[src/rtl/cpu_settings.svh]
`ifndef CPU_SETTINGS_SVH
`define CPU_SETTINGS_SVH

// datapath and register file geometry
`define CPU_XLEN      32   // word width, data and instructions
`define CPU_REGS      32   // architectural registers, r0 hardwired to zero

// unified memory, word addressed
`define CPU_MEM_WORDS 1024
`define CPU_ADDR_W    10   // log2 of CPU_MEM_WORDS

`endif

[src/rtl/isa_pkg.sv]
`default_nettype none

package isa_pkg;

   // opcode field, low 7 bits of every instruction
   // 0x0x register-register, 0x1x immediate, 0x2x memory, 0x30 jump
   typedef enum logic [6:0] {
      op_nop  = 7'h00,  // all-zero word, no effect
      op_add  = 7'h01,
      op_sub  = 7'h02,
      op_and  = 7'h03,
      op_or   = 7'h04,
      op_xor  = 7'h05,
      op_slt  = 7'h06,  // signed compare
      op_addi = 7'h11,
      op_andi = 7'h13,
      op_ori  = 7'h14,
      op_xori = 7'h15,
      op_slti = 7'h16,
      op_sll  = 7'h17,  // shift amount from imm[4:0]
      op_srl  = 7'h18,
      op_lw   = 7'h20,  // rd <= mem[rs1 + imm]
      op_sw   = 7'h21,  // mem[rs1 + imm] <= rs2
      op_jal  = 7'h30   // rd <= pc + 1, pc <= pc + imm
   } opcode_e;

   // single instruction format, msb first
   typedef struct packed {
      logic [9:0] imm;      // signed, extended in decode
      logic [4:0] rs2;      // store data register for sw
      logic [4:0] rs1;
      logic [4:0] rd;
      opcode_e    opcode;
   } instr_t;

endpackage

`default_nettype wire

[src/rtl/pipe_pkg.sv]
`default_nettype none
`include "cpu_settings.svh"

package pipe_pkg;

   // operand A source for the ALU
   typedef enum logic [1:0] {
      fa_pc     = 2'b00,  // jal links from the pc
      fa_ex_mem = 2'b01,
      fa_mem_wb = 2'b10,
      fa_reg    = 2'b11
   } fwd_a_e;

   // operand B source
   typedef enum logic [2:0] {
      fb_imm    = 3'b000,
      fb_one    = 3'b001,  // jal adds one to the pc
      fb_ex_mem = 3'b010,
      fb_mem_wb = 3'b011,
      fb_reg    = 3'b100
   } fwd_b_e;

   // store data source
   typedef enum logic [1:0] {
      fs_reg    = 2'b00,
      fs_ex_mem = 2'b01,
      fs_mem_wb = 2'b10
   } fwd_st_e;

   // one request on the shared memory port
   typedef struct packed {
      logic                   strobe;
      logic                   we;
      logic [`CPU_ADDR_W-1:0] addr;
      logic [`CPU_XLEN-1:0]   wdata;
   } mem_req_t;

   typedef struct packed {
      logic                   valid;
      logic [`CPU_ADDR_W-1:0] pc;
      isa_pkg::instr_t        instr;
      logic [`CPU_XLEN-1:0]   rs1_val;  // register file value, may be stale
      logic [`CPU_XLEN-1:0]   rs2_val;
      logic [`CPU_XLEN-1:0]   imm;      // sign extended
   } id_ex_t;

   typedef struct packed {
      logic                        valid;
      isa_pkg::opcode_e            opcode;
      logic [$clog2(`CPU_REGS)-1:0] rd;
      logic                        wb;      // writes rd at the end
      logic                        mem_rd;  // lw, result comes from memory
      logic [`CPU_XLEN-1:0]        result;  // alu out, also the memory address
      logic [`CPU_XLEN-1:0]        store_data;
   } ex_mem_t;

   typedef struct packed {
      logic                        valid;
      logic [$clog2(`CPU_REGS)-1:0] rd;
      logic                        wb;
      logic [`CPU_XLEN-1:0]        result;
   } mem_wb_t;

   // observation records
   typedef struct packed {
      logic [$clog2(`CPU_REGS)-1:0] rd;
      logic [`CPU_XLEN-1:0]        data;
   } wb_obs_t;

   typedef struct packed {
      logic [`CPU_ADDR_W-1:0] addr;
      logic [`CPU_XLEN-1:0]   data;
   } st_obs_t;

endpackage

`default_nettype wire

[src/rtl/mem_arbiter.sv]
`timescale 1ns/1ps
`default_nettype none
`include "cpu_settings.svh"

module mem_arbiter (
   input  wire pipe_pkg::mem_req_t     load_req,   // external loader, highest
   input  wire pipe_pkg::mem_req_t     data_req,   // memory stage
   input  wire pipe_pkg::mem_req_t     fetch_req,  // instruction fetch, lowest
   input  wire logic [`CPU_XLEN-1:0]   mem_rdata,
   output pipe_pkg::mem_req_t          mem_req,
   output logic [`CPU_XLEN-1:0]        rdata,      // shared by all requesters
   output logic                        fetch_gnt,
   output logic                        data_gnt
);

   // fixed priority, losers are simply dropped this cycle
   always_comb begin
      mem_req   = '0;  // idle port, no write
      fetch_gnt = 1'b0;
      data_gnt  = 1'b0;
      if (load_req.strobe) begin
         mem_req = load_req;
      end else if (data_req.strobe) begin
         mem_req  = data_req;
         data_gnt = 1'b1;
      end else if (fetch_req.strobe) begin
         mem_req   = fetch_req;
         fetch_gnt = 1'b1;
      end
   end

   // read data only means something while a request owns the port
   assign rdata = mem_req.strobe ? mem_rdata : '0;

endmodule

`default_nettype wire

[config.mk]
export PLATFORM = sky130hd
export DESIGN_NAME = mem_arbiter
export DESIGN_NICKNAME = d
export VERILOG_FILES = /design/src/rtl/isa_pkg.sv /design/src/rtl/pipe_pkg.sv /design/src/rtl/mem_arbiter.sv
export VERILOG_INCLUDE_DIRS = /design/src /design/src/rtl
export SDC_FILE = /design/constraint.sdc
export NUM_CORES = 1
export LEC_CHECK = 0
export ABC_AREA = 1
export BUFFER_PORTS_ARGS = -buffer_cell sky130_fd_sc_hd__buf_2
export CELL_PAD_IN_SITES_DETAIL_PLACEMENT = 1
export CELL_PAD_IN_SITES_GLOBAL_PLACEMENT = 2
export CORE_ASPECT_RATIO = 1.4
export CORE_MARGIN = 2
export CORE_UTILIZATION = 11
export DETAILED_ROUTE_END_ITERATION = 8
export PLACE_DENSITY_LB_ADDON = 0.1
export SYNTH_ARGS = -nofsm -noshare
export SYNTH_HDL_FRONTEND = slang
export SYNTH_SLANG_ARGS = --single-unit
[constraint.sdc]
create_clock -name vclk -period 1.5
set_clock_uncertainty 0.1 [all_clocks]
set_input_delay 0.225 -clock vclk [all_inputs]
set_output_delay 0.225 -clock vclk [all_outputs]
set_load 0.03 [all_outputs]
======== Word level (Yosys, flattened, before mapping) ========
Index checks and enable logic that the tools add are counted.
storage, ports and cells
  bits in registers ....................... 0
  bits in latches ......................... 0
  RAM bits ................................ 0
  memory bits (read-only) ................. 0
  bits of input ports ..................... 164
  output and inout port bits .............. 78
  logic and storage cells ................. 9
  memories ................................ 0
cells by class
  add/subtract/negate cells ............... 0
  $mul .................................... 0
  div/mod/pow operators ................... 0
  order comparisons ....................... 0
  equal/unequal tests ..................... 0
  shift-type cells ........................ 0
  multiplexer cells ....................... 9
  bitwise logic cells ..................... 0
  reduce and logical (&&, ||, !) cells .... 0
operators by type and width
  cell      count
  $mux W44  3
  $mux W32  1
  $mux W1   5

======== Longest topological paths before layout ========
  depth in word-level cells ............... 4
  gate-level depth with buffers ........... 6
  depth with buffers taken out ............ 5

======== Least setup slack after synthesis ========
No wires, ideal clock.
  path type ............................... input to output
  start ................................... input load_req[43] (netlist bit)
  end ..................................... output fetch_gnt
  data arrival time ....................... 1215 ps
  setup slack ............................. -40 ps
  cell stages on the path ................. 3
  path buffers ............................ 2
  cells stage by stage .................... buf_6 -> buf_2 -> nor3_1
between the ends
  word-level cells in the longest chain between the ends .. 1
RTL lines
  element             RTL line           text
  start: declaration  mem_arbiter.sv:6   input wire pipe_pkg::mem_req_t load_req,
  $mux W1             mem_arbiter.sv:21  if (load_req.strobe) begin
  end: declaration    mem_arbiter.sv:12  output logic fetch_gnt,
No other way between the ends.

==> summary.txt <==
STA
  • Share of the cycle needed by the critical path after routing: 95.9%
  • Setup repair after global routing missed its margin: false
  • Upper clock frequency limit: 0.695 GHz
  • Max-Slew Margin vs Limit: 84.0%
  • Actual slew at the worst max-slew pin: 240 ps
  • Final Hold Violating Endpoints: 0
  • Max Transition Viols Final: 0
  • Final count of negative-setup-slack endpoints: 0
  • Final worst slack: 61.6 ps
  • Min Tclk post-route: roughly 1400 ps

Cells and area
  • Clock buffer cells: 0
  • Final non-filler cell total: ~780
  • ANT cells: 0
  • Sequential Area: 0 sq um
  • Proportion of layout cells with a drive suffix above 1: 48.1%
  • Total number of sequential cells: 0
  • Final #Nets: 763
  • Signed area change from the synthesized netlist to the final layout: 130%

Yosys
  • Sequential cell area fraction in the yosys report: 0%
  • YS warnings: 0
  • Area of the mapped netlist: ~0.0016 sq mm
  • Portion of netlist area occupied by mux cells: 0%
  • Most area-consuming cells after synthesis: nand2_1 (31%), nand3_1 (27%), inv_1 (19%)
  • XOR/XNOR Fraction of Synth Area: 0%
  • Number of standard cells after synthesis: 356
  • Area share of the largest cell type after synthesis: 30.9%
  • Most numerous cell types in the synthesized netlist: nand2_1 (129), nand3_1 (86), inv_1 (78)
  • Dominant cell type by area after synthesis: nand2_1
  • Simple-gate share of the synthesized area: 68.9%
  • Syn nets: 520
  • Cell variety after synth: 12
  • Synthesized area divided by synthesized cell count: 4.40 sq um
  • Combinational family with the most area after synthesis: simple AND/OR/NAND/NOR gates
  • Adder-cell area share of the yosys netlist: 0%
  • Synthesized-area fraction occupied by ao, oa, aoi and oai cells: 0%
  • Most used standard cell by instance count after synthesis: nand2_1

Die
  • Die outline height: 145 um
  • Starting utilization of the core area: 11.3%
  • Die X: 105 um
  • Num ports: about 240
  • Overall die area: 0.0152 sq mm
  • Number of placement rows: 51
  • Core area: 0.0139 sq mm

Setup path
  • Crit path kind: in -> out
  • Kind of capture point of the worst setup path: output port
  • Highest fanout seen on the critical path: 8
  • Worst endpoint required time: 1170 ps
  • Data arrival time of the worst path: 1110 ps
  • Family with the most delay on the worst path: buffers and inverters
  • Critical path buffers and inverters: 4
  • Kind of start point of the critical path: primary input
  • Ordered cell list for the critical path: buf_6 -> inv_4 -> nor2_8 -> clkbuf_16 -> nand3_1 -> nand2_1 -> buf_2
  • Worst stage delay on the critical path: 230 ps
  • Cell with the largest stage delay on the worst path: nor2_8

GRT
  • Global Route Usage Sum: 11.7%
  • Maximum number of pins on one net before global-route repair: 39
  • Antenna violations before repair: 0
  • Number of global-route vias before repair: 2962
  • Wire length of the first global-routing pass: 14900 um
  • Congestion Overflow GR: 0

Job
  • Count of max-cap constraint violations: 0

Detailed routing
  • DRT antenna net count: 0
  • Wirelength, routed: between 10000 and 15000 um
  • Avg WL per Cell: 14.2 um
  • Number of search-and-repair iterations in the first detailed-routing pass: 4
  • Starting DRC count in detailed routing: between 50 and 60
  • Per-cell via count in the routed design: 3.86
  • Count of vias placed by the detailed router: ~3000
  • DRC: 0

Place
  • GPL Wtd Cong: 0.735
  • Placed Cells: around 770
  • DP Wirelength: 7880 um
  • DP Worst Slack: -65.7 ps
  • Number of input and output port buffers inserted: between 200 and 250

Pwr
  • Cell Pwr Density: 369 mW/mm^2
  • Overall power after layout: 1330 uW
  • Worst IR Drop VDD: 97.9 uV
  • Static leakage power: 0.00230 uW

Min path
  • Hold Crit Class: in -> out

Status
  • Run status: completed
## layout make-up
cell class                 count  area [sq um]
tap                          185           231
fill                        1873         10300
inverter                      79           307
multi-input combinational    251          1160
timing repair buffer         267          1900
## path summary, 6_finish.rpt
path,end,cells after the start,slack (ps),from
worst min-delay path,rdata[25],4,660,mem_rdata[25]
worst max-delay path,mem_req[0],7,60,fetch_req[43]
## cell usage in the layout, fill, tap and decap left out, drive strengths merged
| cell type | netlist | final |
|---|---|---|
| nor2 | 34 | 34 |
| bufbuf | 0 | 1 |
| nand2 | 129 | 129 |
| nor3 | 2 | 2 |
| nand3 | 86 | 86 |
| clkbuf | 4 | 15 |
| buf | 22 | 251 |
| inv | 79 | 79 |
## metal layers
| metal | vias up | track usage (%) | part of all wire, % |
|---|---|---|---|
| li1 | 1537 | - | - |
| met2 | 154 | 23.4 | 55 |
| met5 | - | 0 | 0 |
| met1 | 1326 | 12.8 | 37 |
| met4 | 0 | 0.267 | 0.24 |
| met3 | 2 | 3.10 | 8.3 |
## stage by stage
step           cell area (sq um)  util [%]  hold WS, ps  TNS [ps]
2_1_floorplan               1570         -          501         0
3_3_place_gp                3040      21.9          678     -83.4
3_5_place_dp                3040      21.9          682      -420
4_1_cts                     3090      22.2          684         0
5_1_grt                     3600      25.9          674         0
6_report                    3600      25.9          662         0
## worst min-delay path: stages
cell and delay (ps):
buf_2 90, inv_1 50, nor2_2 40, buf_6 130
## repair_timing
item / in CTS / in global routing
pin swaps: 0 / 10
gates cloned: 1 / 9
setup buffers: 0 / 2
gates resized for setup: 6 / 145
hold buffers: 0 / 0
endpoints found under the setup margin: 24 / 74
## power by group
part | internal, uW | total [uW] | leakage (uW) | switching (uW)
Sequential | 0 | 0 | 0 | 0
Combinational | 571 | 1330 | 0.00230 | 758
Clock | 0 | 0 | 0 | 0
## logic make-up (layout without fill, tap and decap cells)
group,Yosys count,after routing
and+or+nand+nor,251,251
buffers and inverters,105,346
Power figures use the tool's default switching activity.
